===== src/ooo_cfg.svh =====
`ifndef OOO_CFG_SVH
`define OOO_CFG_SVH

////////////////////
// datapath widths
////////////////////

// integer data word
`define XLEN 32

// shift amount taken from the low bits of operand b
`define SHAMT_LEN 5

// physical register tag
`define PRF_LEN 6

// reorder buffer index
`define ROB_LEN 4

////////////////////
// reservation station
////////////////////

`define RS_SIZE 4   // entries in the alu station
`define RS_LEN 2    // bits to index one entry

`endif


===== src/isa_pkg.sv =====
`include "ooo_cfg.svh"

package isa_pkg;

    ////////////////////
    // basic words
    ////////////////////

    typedef logic [`XLEN-1:0] word_t;       // one register value
    typedef logic [`PRF_LEN-1:0] preg_t;    // physical register tag
    typedef logic [`ROB_LEN-1:0] rob_idx_t; // slot in the rob

    ////////////////////
    // alu operations
    ////////////////////

    // codes above alu_sltu are unused and give zero
    typedef enum logic [3:0] {
        alu_add  = 4'h0,
        alu_sub  = 4'h1,
        alu_and  = 4'h2,
        alu_or   = 4'h3,
        alu_xor  = 4'h4,
        alu_sll  = 4'h5,
        alu_srl  = 4'h6,
        alu_sra  = 4'h7,
        alu_slt  = 4'h8,  // signed compare
        alu_sltu = 4'h9   // unsigned compare
    } alu_func_t;

endpackage


===== src/rs_pkg.sv =====
package rs_pkg;

    import isa_pkg::*;

    ////////////////////
    // dispatch side
    ////////////////////

    // renamed instruction from dispatch, also the station entry format
    typedef struct packed {
        word_t     pc;
        logic      opa_ready;
        preg_t     opa_tag;    // producer tag while not ready
        word_t     opa_value;
        logic      opb_ready;
        preg_t     opb_tag;
        word_t     opb_value;
        preg_t     dest_tag;
        rob_idx_t  rob_idx;
        alu_func_t alu_func;
    } dispatch_pkt_t;

    ////////////////////
    // issue and broadcast
    ////////////////////

    // operands resolved, headed for the alu
    typedef struct packed {
        word_t     pc;
        word_t     opa_value;
        word_t     opb_value;
        preg_t     dest_tag;
        rob_idx_t  rob_idx;
        alu_func_t alu_func;
    } issue_pkt_t;

    // one result on the common data bus
    typedef struct packed {
        preg_t    dest_tag;
        rob_idx_t rob_idx;
        word_t    value;
    } cdb_pkt_t;

endpackage


===== src/prio_sel.sv =====
`timescale 1ns/1ns

module prio_sel #(
    parameter int WIDTH = 4,
    localparam int IDX_W = (WIDTH > 1) ? $clog2(WIDTH) : 1
) (
    input  logic [WIDTH-1:0] req,
    output logic [WIDTH-1:0] gnt,
    output logic [IDX_W-1:0] idx,
    output logic             empty
);

    // isolate the lowest set bit
    always_comb begin
        gnt = req & (~req + WIDTH'(1));
    end

    // scan downwards so the lowest request wins
    always_comb begin
        idx = '0;
        for (int i = WIDTH - 1; i >= 0; i--) begin
            if (req[i]) begin
                idx = IDX_W'(i);
            end
        end
    end

    assign empty = ~|req;  // nothing requested

endmodule


===== src/pipe_reg.sv =====
`timescale 1ns/1ns

module pipe_reg #(
    parameter type payload_t = logic
) (
    input  logic     clock,
    input  logic     arst_n,
    input  logic     flush,
    input  logic     in_valid,
    output logic     in_ready,
    input  payload_t in_data,
    output logic     out_valid,
    input  logic     out_ready,
    output payload_t out_data
);

    logic     full;
    payload_t data_q;

    // accept when empty or when the held item leaves this cycle
    assign in_ready = ~full | out_ready;

    always_ff @(posedge clock or negedge arst_n) begin
        if (!arst_n) begin
            full <= 1'b0;
        end else if (flush) begin
            full <= 1'b0;
        end else if (in_valid && in_ready) begin
            full <= 1'b1;
        end else if (out_ready) begin
            full <= 1'b0;  // drained, nothing new
        end
    end

    always_ff @(posedge clock) begin
        if (in_valid && in_ready) begin
            data_q <= in_data;
        end
    end

    assign out_valid = full;
    assign out_data  = data_q;

endmodule


===== src/rs_alu.sv =====
`timescale 1ns/1ns
`include "ooo_cfg.svh"

module rs_alu
    import rs_pkg::*;
(
    input  logic          clock,
    input  logic          arst_n,
    input  logic          flush,
    input  logic          dispatch_valid,
    output logic          dispatch_ready,
    input  dispatch_pkt_t dispatch_pkt,
    input  logic          wake_a_valid,
    input  cdb_pkt_t      wake_a,
    input  logic          wake_b_valid,
    input  cdb_pkt_t      wake_b,
    output logic          issue_valid,
    input  logic          issue_ready,
    output issue_pkt_t    issue_pkt
);

    dispatch_pkt_t         entries [`RS_SIZE];
    logic [`RS_SIZE-1:0]   busy;
    logic [`RS_LEN:0]      count;      // occupied entries
    logic [`RS_SIZE-1:0]   free_req;
    logic [`RS_SIZE-1:0]   free_gnt;
    logic [`RS_LEN-1:0]    free_idx;
    logic                  free_empty;
    logic [`RS_SIZE-1:0]   ready_req;
    logic [`RS_SIZE-1:0]   ready_gnt;
    logic [`RS_LEN-1:0]    ready_idx;
    logic                  ready_empty;
    logic                  do_dispatch;
    logic                  issue_fire;
    dispatch_pkt_t         sel;

    // tag compare of both operands against the two broadcast ports
    function automatic dispatch_pkt_t wake(dispatch_pkt_t e);
        dispatch_pkt_t r;
        r = e;
        if (!e.opa_ready && wake_a_valid && e.opa_tag == wake_a.dest_tag) begin
            r.opa_ready = 1'b1;
            r.opa_value = wake_a.value;
        end
        if (!e.opa_ready && wake_b_valid && e.opa_tag == wake_b.dest_tag) begin
            r.opa_ready = 1'b1;
            r.opa_value = wake_b.value;
        end
        if (!e.opb_ready && wake_a_valid && e.opb_tag == wake_a.dest_tag) begin
            r.opb_ready = 1'b1;
            r.opb_value = wake_a.value;
        end
        if (!e.opb_ready && wake_b_valid && e.opb_tag == wake_b.dest_tag) begin
            r.opb_ready = 1'b1;
            r.opb_value = wake_b.value;
        end
        return r;
    endfunction

    ////////////////////
    // slot selection
    ////////////////////

    always_comb begin
        for (int i = 0; i < `RS_SIZE; i++) begin
            free_req[i]  = ~busy[i];
            ready_req[i] = busy[i] & entries[i].opa_ready & entries[i].opb_ready;
        end
    end

    prio_sel #(.WIDTH(`RS_SIZE)) i_free_sel (
        .req   (free_req),
        .gnt   (free_gnt),
        .idx   (free_idx),
        .empty (free_empty)
    );

    prio_sel #(.WIDTH(`RS_SIZE)) i_ready_sel (
        .req   (ready_req),
        .gnt   (ready_gnt),
        .idx   (ready_idx),
        .empty (ready_empty)
    );

    // full means full, a slot leaving this cycle is not reused yet
    assign dispatch_ready = (count != (`RS_LEN+1)'(`RS_SIZE));
    assign do_dispatch    = dispatch_valid & dispatch_ready & ~free_empty;
    assign issue_valid    = ~ready_empty;
    assign issue_fire     = issue_valid & issue_ready;

    ////////////////////
    // control state
    ////////////////////

    always_ff @(posedge clock or negedge arst_n) begin
        if (!arst_n) begin
            busy  <= '0;
            count <= '0;
        end else if (flush) begin
            busy  <= '0;
            count <= '0;
        end else begin
            busy <= (busy & ~(issue_fire ? ready_gnt : '0))
                  | (do_dispatch ? free_gnt : '0);
            case ({do_dispatch, issue_fire})
                2'b10:   count <= count + 1'b1;
                2'b01:   count <= count - 1'b1;
                default: count <= count;  // none or both
            endcase
        end
    end

    ////////////////////
    // entry payload
    ////////////////////

    always_ff @(posedge clock) begin
        for (int i = 0; i < `RS_SIZE; i++) begin
            if (do_dispatch && i == int'(free_idx)) begin
                entries[i] <= wake(dispatch_pkt);  // same-cycle broadcast caught here
            end else begin
                entries[i] <= wake(entries[i]);
            end
        end
    end

    // operands of the chosen entry
    assign sel = entries[ready_idx];

    always_comb begin
        issue_pkt.pc        = sel.pc;
        issue_pkt.opa_value = sel.opa_value;
        issue_pkt.opb_value = sel.opb_value;
        issue_pkt.dest_tag  = sel.dest_tag;
        issue_pkt.rob_idx   = sel.rob_idx;
        issue_pkt.alu_func  = sel.alu_func;
    end

endmodule


===== src/alu_exec.sv =====
`timescale 1ns/1ns
`include "ooo_cfg.svh"

module alu_exec
    import isa_pkg::*, rs_pkg::*;
(
    input  logic       clock,
    input  logic       arst_n,
    input  logic       flush,
    input  logic       issue_valid,
    output logic       issue_ready,
    input  issue_pkt_t issue_pkt,
    output logic       result_valid,
    input  logic       result_ready,
    output cdb_pkt_t   result
);

    word_t                 a;
    word_t                 b;
    word_t                 value;
    logic [`SHAMT_LEN-1:0] shamt;
    cdb_pkt_t              res_pkt;

    assign a     = issue_pkt.opa_value;
    assign b     = issue_pkt.opb_value;
    assign shamt = b[`SHAMT_LEN-1:0];

    always_comb begin
        case (issue_pkt.alu_func)
            alu_add:  value = a + b;
            alu_sub:  value = a - b;
            alu_and:  value = a & b;
            alu_or:   value = a | b;
            alu_xor:  value = a ^ b;
            alu_sll:  value = a << shamt;
            alu_srl:  value = a >> shamt;
            alu_sra:  value = word_t'($signed(a) >>> shamt);
            alu_slt:  value = word_t'($signed(a) < $signed(b));
            alu_sltu: value = word_t'(a < b);
            default:  value = '0;
        endcase
    end

    // result packet for the cdb
    always_comb begin
        res_pkt.dest_tag = issue_pkt.dest_tag;
        res_pkt.rob_idx  = issue_pkt.rob_idx;
        res_pkt.value    = value;
    end

    pipe_reg #(.payload_t(cdb_pkt_t)) i_result_reg (
        .clock     (clock),
        .arst_n    (arst_n),
        .flush     (flush),
        .in_valid  (issue_valid),
        .in_ready  (issue_ready),
        .in_data   (res_pkt),
        .out_valid (result_valid),
        .out_ready (result_ready),
        .out_data  (result)
    );

endmodule


===== src/alu_issue_top.sv =====
`timescale 1ns/1ns

module alu_issue_top
    import rs_pkg::*;
(
    input  logic          clock,
    input  logic          arst_n,
    input  logic          flush,
    input  logic          dispatch_valid,
    output logic          dispatch_ready,
    input  dispatch_pkt_t dispatch_pkt,
    input  logic          ext_cdb_valid,
    input  cdb_pkt_t      ext_cdb,
    output logic          result_valid,
    input  logic          result_ready,
    output cdb_pkt_t      result
);

    logic       issue_valid;
    logic       issue_ready;
    issue_pkt_t issue_pkt;
    logic       own_wake_valid;

    // own result counts only once it actually leaves
    assign own_wake_valid = result_valid & result_ready;

    rs_alu i_rs_alu (
        .clock          (clock),
        .arst_n         (arst_n),
        .flush          (flush),
        .dispatch_valid (dispatch_valid),
        .dispatch_ready (dispatch_ready),
        .dispatch_pkt   (dispatch_pkt),
        .wake_a_valid   (own_wake_valid),
        .wake_a         (result),
        .wake_b_valid   (ext_cdb_valid),   // other units, already granted
        .wake_b         (ext_cdb),
        .issue_valid    (issue_valid),
        .issue_ready    (issue_ready),
        .issue_pkt      (issue_pkt)
    );

    alu_exec i_alu_exec (
        .clock        (clock),
        .arst_n       (arst_n),
        .flush        (flush),
        .issue_valid  (issue_valid),
        .issue_ready  (issue_ready),
        .issue_pkt    (issue_pkt),
        .result_valid (result_valid),
        .result_ready (result_ready),
        .result       (result)
    );

endmodule


===== config.mk =====
export PLATFORM = sky130hd
export DESIGN_NAME = alu_issue_top
export DESIGN_NICKNAME = d
export VERILOG_FILES = /design/src/isa_pkg.sv /design/src/rs_pkg.sv /design/src/prio_sel.sv /design/src/pipe_reg.sv /design/src/rs_alu.sv /design/src/alu_exec.sv /design/src/alu_issue_top.sv
export VERILOG_INCLUDE_DIRS = /design/src
export SDC_FILE = /design/constraint.sdc
export NUM_CORES = 1
export LEC_CHECK = 0
export BUFFER_PORTS_ARGS = -buffer_cell sky130_fd_sc_hd__buf_2
export CORE_MARGIN = 3
export CORE_UTILIZATION = 45
export CTS_CLUSTER_DIAMETER = 30
export DETAILED_ROUTE_END_ITERATION = 10
export GPL_ROUTABILITY_DRIVEN = 0
export SYNTH_ARGS = -nofsm -noshare
export SYNTH_HDL_FRONTEND = slang
export SYNTH_SLANG_ARGS = --single-unit

===== constraint.sdc =====
create_clock -name clock -period 14.6 [get_ports clock]
set_clock_uncertainty 0.1 [all_clocks]
set_input_delay 0.73 -clock clock [delete_from_list [all_inputs] [get_ports clock]]
set_output_delay 0.73 -clock clock [all_outputs]
set_load 0.01 [all_outputs]

# After elaboration in Yosys (flattened, before gate mapping)
# Memories as Yosys holds them, arrays and structs flattened.
# Cells that the tools add are included.
# totals
ff_bits	50
inputBits	172
wordCells	251
n_memories	1
ramBits	496
out_inout_bits	44
# op_classes
order_cmp	2
n_eq_ne	35
n_bitwise	32
reduce_logical	61
n_shift	3
muxes	105
add_sub_neg	6
# memory_table
name	words	width	rd	rd_clocked_by_memory_dff	wr	line_no	source
i_rs_alu.entries	4	124	5	0	4	rs_alu.sv:22	dispatch_pkt_t entries [`RS_SIZE];
# op_table
op	n
$mux W32	36
$mux W124	4
$pmux W32 S10	1
$eq A6 B6 Y1	20
$lt A32 B32 Y1	2
$mux W1	51
$logic_and A1 B1 Y1	45
$add A32 B32 Y32	1
$and A32 B32 Y32	1
$or A32 B32 Y32	1
$shl A32 B5 Y32	1
$shr A32 B5 Y32	1
$sshr A32 B5 Y32	1
$sub A32 B32 Y32	1
$xor A32 B32 Y32	1
$eq A4 B3 Y1 const B	4
$mux W2	8
$and A1 B1 Y1	12
$and A4 B4 Y4	3
$mux W4	3
$not A4 Y4	3
$logic_not A1 Y1	10
$add A4 B1 Y4 const B	2
$eq A4 B2 Y1 const B	2
18 further kinds	30

# Longest topological paths before layout
# logic_depth
word_depth	10
ltp_mapped	23
ltp_nobuf	18

# By module
# Synthesis repeated with hierarchy kept, for this count alone.
# unflattened
hier_cells	3038
area_unflattened_um2	36033.3
# by_module_without_submodules
mod	area_each_um2	seq_area_each_um2	n_inst	cells_per_inst
rs_alu	26045.0	14989.4	1	1762
alu_exec	8525.7	0.0	1	1208
pipe_reg	1321.3	1286.2	1	47
prio_sel	67.6	0.0	2	10
alu_issue_top	6.3	0.0	1	1

# Worst setup path after synthesis
# No wires, ideal clock.
# synth_path
path_type	reg2reg
start	register i_rs_alu.busy[0]
end	register i_alu_exec.i_result_reg.data_q, in the netlist i_alu_exec.i_result_reg.out_data[31], data pin
arrival_ns	4.882
path_buffers	5
period_less_slack_ns	5.243
required_time_ns	14.239
setup_ns	0.261
path_stages_with_launch	21
path_slack_ns	9.357
path_cell_list	dfrtp_1 -> and3_1 -> buf_6 -> buf_4 -> nor2_4 -> clkbuf_1 -> clkbuf_1 -> mux2i_1 -> mux2i_1 -> ha_1 -> buf_2 -> or3_1 -> o21bai_1 -> a31oi_1 -> a31oi_1 -> a31oi_1 -> a21oi_1 -> or4_1 -> a221oi_1 -> xnor2_1 -> a221o_1
# synth_rtl
element	line_no	source
from (decl)	rs_alu.sv:23	logic [`RS_SIZE-1:0] busy;
from (signal assigned)	rs_alu.sv:103	busy <= (busy & ~(issue_fire ? ready_gnt : '0))
to (signal assigned)	pipe_reg.sv:37	data_q <= in_data;
to (decl)	pipe_reg.sv:18	payload_t data_q;

==> impl_metrics.json <==
{
  "ir_drop_mv": 0.106,
  "first_pass_iters": 7,
  "drive_gt1_frac": 0.140,
  "nets": 3840,
  "critPathBufInv": 4,
  "holdWs_ns": 0.194,
  "tightestPinTransition_ns": 1.16,
  "die_w_microns": 275,
  "yosysSeqAreaShare": 0.382,
  "gr-total-overflow": 0,
  "synth_edf_count": 402,
  "hold_path_class": "primary input to flip-flop",
  "required_ns": 14.88,
  "dp_hpwl_microns": 79700,
  "cp_max_fo": 42,
  "vias": 29600,
  "wl_microns": 121000,
  "hold_path_end": "i_rs_alu.entries[1][13]",
  "cp_slowest_stage_delay_ns": 0.84,
  "synth_flop_cell": "edfxtp_1",
  "cts_hold_buf": 1,
  "numCtsBuffers": 96,
  "r2r_slack_ns": 7.36,
  "cts_setup_buffers": 0,
  "power.density_mw_per_mm2": 180,
  "cp_slowest_cell": "a31oi_1",
  "initial_core_util": 0.460,
  "fmax_mhz": 138,
  "r2r-end": "i_alu_exec.i_result_reg.out_data[31]",
  "grt_setup_unrepaired": "false",
  "holdPathStages": 1,
  "viasPerCell": 6.45,
  "path_common_cell": "buf_4",
  "synth_nets": 3816,
  "fin_tns_setup_ns": 0,
  "cts.clk_slew.worst_paths_ns": 0.05,
  "ant_nets": 0,
  "synth_area_per_cell_sq_um": 9.18,
  "drt-wirelength-per-cell_microns": 26.4,
  "yosys_warnings": 0,
  "antenna_found_initial": 2,
  "remaining_drc_errors": 0,
  "period_share": 0.496,
  "crit_arrival_ns": 7.52,
  "start_kind": "flip-flop",
  "ys_types": 103,
  "path_delay_family": "compound AO/OA/AOI/OAI gates",
  "min_period_ns": 7.24,
  "path_class": "flip-flop to flip-flop",
  "cts.repair.resized": 0,
  "cts.sinks": 418,
  "crit_path_end_kind": "flip-flop",
  "slew_headroom": 0.227,
  "hold_path_startpoint": "dispatch_pkt[13]",
  "final_cell_mix": "465 x mux2i_1, 410 x nand2_1, 402 x edfxtp_1",
  "htree_num_levels": 3,
  "clock-root-buffer": "clkbuf_16",
  "final-setup-viol-count": 0,
  "outcome": "completed",
  "clock_latency_ns": 0.65,
  "hold_violations": 0,
  "area_delta_synth_final_pct": 13.8,
  "maxCapViolCount": 0,
  "regToRegStartpoint": "i_rs_alu.busy[2]",
  "core-area_sq_mm": 0.0708,
  "grt_pass1_wl_microns": 179000,
  "grt_pass1_vias": 28100,
  "grt_max_degree": 102,
  "io_pins": 216,
  "fp.dieH_microns": 275,
  "drt_iter0_drc": 3907,
  "rows": 97,
  "r2r_cells": 17,
  "grt_usage": 0.313,
  "cts_tree": "done",
  "design.die.area_sq_mm": 0.0755,
  "syn-instance-count": 3544,
  "power_leakage_uw": 0.0153,
  "final_common_cell": "mux2i_1",
  "path_cells": "nand3_4, a211oi_4, buf_4, mux2i_1, mux2_2, buf_4, clkinv_2, ha_1, inv_1, o21ai_1, a31oi_1, a311oi_1, o41ai_2, o21ai_0, a221oi_1, xnor2_1, a221o_1",
  "port_buffers": 179,
  "cts_buffer_depth": 3,
  "synth_area_sq_mm": 0.0325,
  "synth_seq_cells": 418,
  "async_reset_ff_frac": 0.0191,
  "slew_viol_final": 0
}
## per-stage QoR
stage	instance area, sq um	util	worst slack, ns	power, uW	instances
after CTS	37000	0.523	7.68	6570	4589
final	37000	0.523	7.36	6670	4590
after floorplan	32500	-	9.36	3600	3544
after global placement	33800	0.477	7.73	4420	4409
after detailed placement	33800	0.477	7.69	4440	4409
after global routing	37000	0.523	7.16	6960	4590
## cells by family after synthesis
group / Yosys count / synth area share
compound gates: 1039 / 0.201
xor+xnor: 148 / 0.0399
fa+ha+maj: 100 / 0.0392
buf+inv: 433 / 0.0564
flops: 418 / 0.382
mux: 496 / 0.154
simple gates: 910 / 0.128
## power by group
group / switching (uW) / internal [uW] / leakage, uW
combinational: 1900 / 940 / 0.00985
clock: 728 / 1390 / 0.00155
sequential: 155 / 1560 / 0.00388
## synthesized netlist by cell type (all sizes together) (64+ instances only)
cell / number / area, sq um
a21oi: 266 / 1350
buf: 192 / 926
clkbuf: 141 / 529
edfxtp: 402 / 12100
ha: 97 / 1210
inv: 98 / 368
mux2i: 467 / 4690
nand2: 411 / 1550
nor2: 220 / 853
nor3: 70 / 365
o211ai: 64 / 480
o21ai: 380 / 1910
xnor2: 68 / 596
xor2: 80 / 701
## flip-flops by register name (all words and copies together) (netlist names)
register,flops
i_alu_exec.i_result_reg.out_valid,1
i_rs_alu.entries,368
i_alu_exec.i_result_reg.out_data,42
i_rs_alu.count,3
i_rs_alu.busy,4
## worst max path at each step
stage                startpoint                                    to  cells past startpoint
5_1_grt        i_rs_alu.busy[1]  i_alu_exec.i_result_reg.out_data[31]                     18
6_report       i_rs_alu.busy[2]  i_alu_exec.i_result_reg.out_data[31]                     17
3_3_place_gp   i_rs_alu.busy[1]  i_alu_exec.i_result_reg.out_data[31]                     18
2_1_floorplan  i_rs_alu.busy[0]  i_alu_exec.i_result_reg.out_data[31]                     20
3_5_place_dp   i_rs_alu.busy[1]  i_alu_exec.i_result_reg.out_data[31]                     18
4_1_cts        i_rs_alu.busy[1]  i_alu_exec.i_result_reg.out_data[31]                     18
## layout make-up
class | count | area [sq um]
antenna | 1 | 2.50
clock buffer | 107 | 2440
clock inverter | 72 | 771
fill | 6427 | 33700
inverter | 100 | 388
multi-input combinational | 2693 | 18300
sequential | 418 | 12400
tap | 940 | 1180
timing repair buffer | 259 | 1500
## worst register-to-register path: stages, from the launching register on
cell      delay (ns)
dfrtp_1         0.46
nand3_4         0.40
a211oi_4        0.39
buf_4           0.65
mux2i_1         0.33
mux2_2          0.18
buf_4           0.38
clkinv_2        0.57
ha_1            0.42
inv_1           0.09
o21ai_1         0.13
a31oi_1         0.84
a311oi_1        0.29
o41ai_2         0.58
o21ai_0         0.28
a221oi_1        0.45
xnor2_1         0.12
a221o_1         0.32
## routing by layer
layer / global-route usage / share of wire / wire [microns]
met4: 0.110 / 0.037 / 4430
met3: 0.0719 / 0.11 / 13600
met2: 0.466 / 0.43 / 52000
met1: 0.446 / 0.42 / 50900
met5: 0 / 0.00011 / 13
Power figures use the tool's default switching activity.
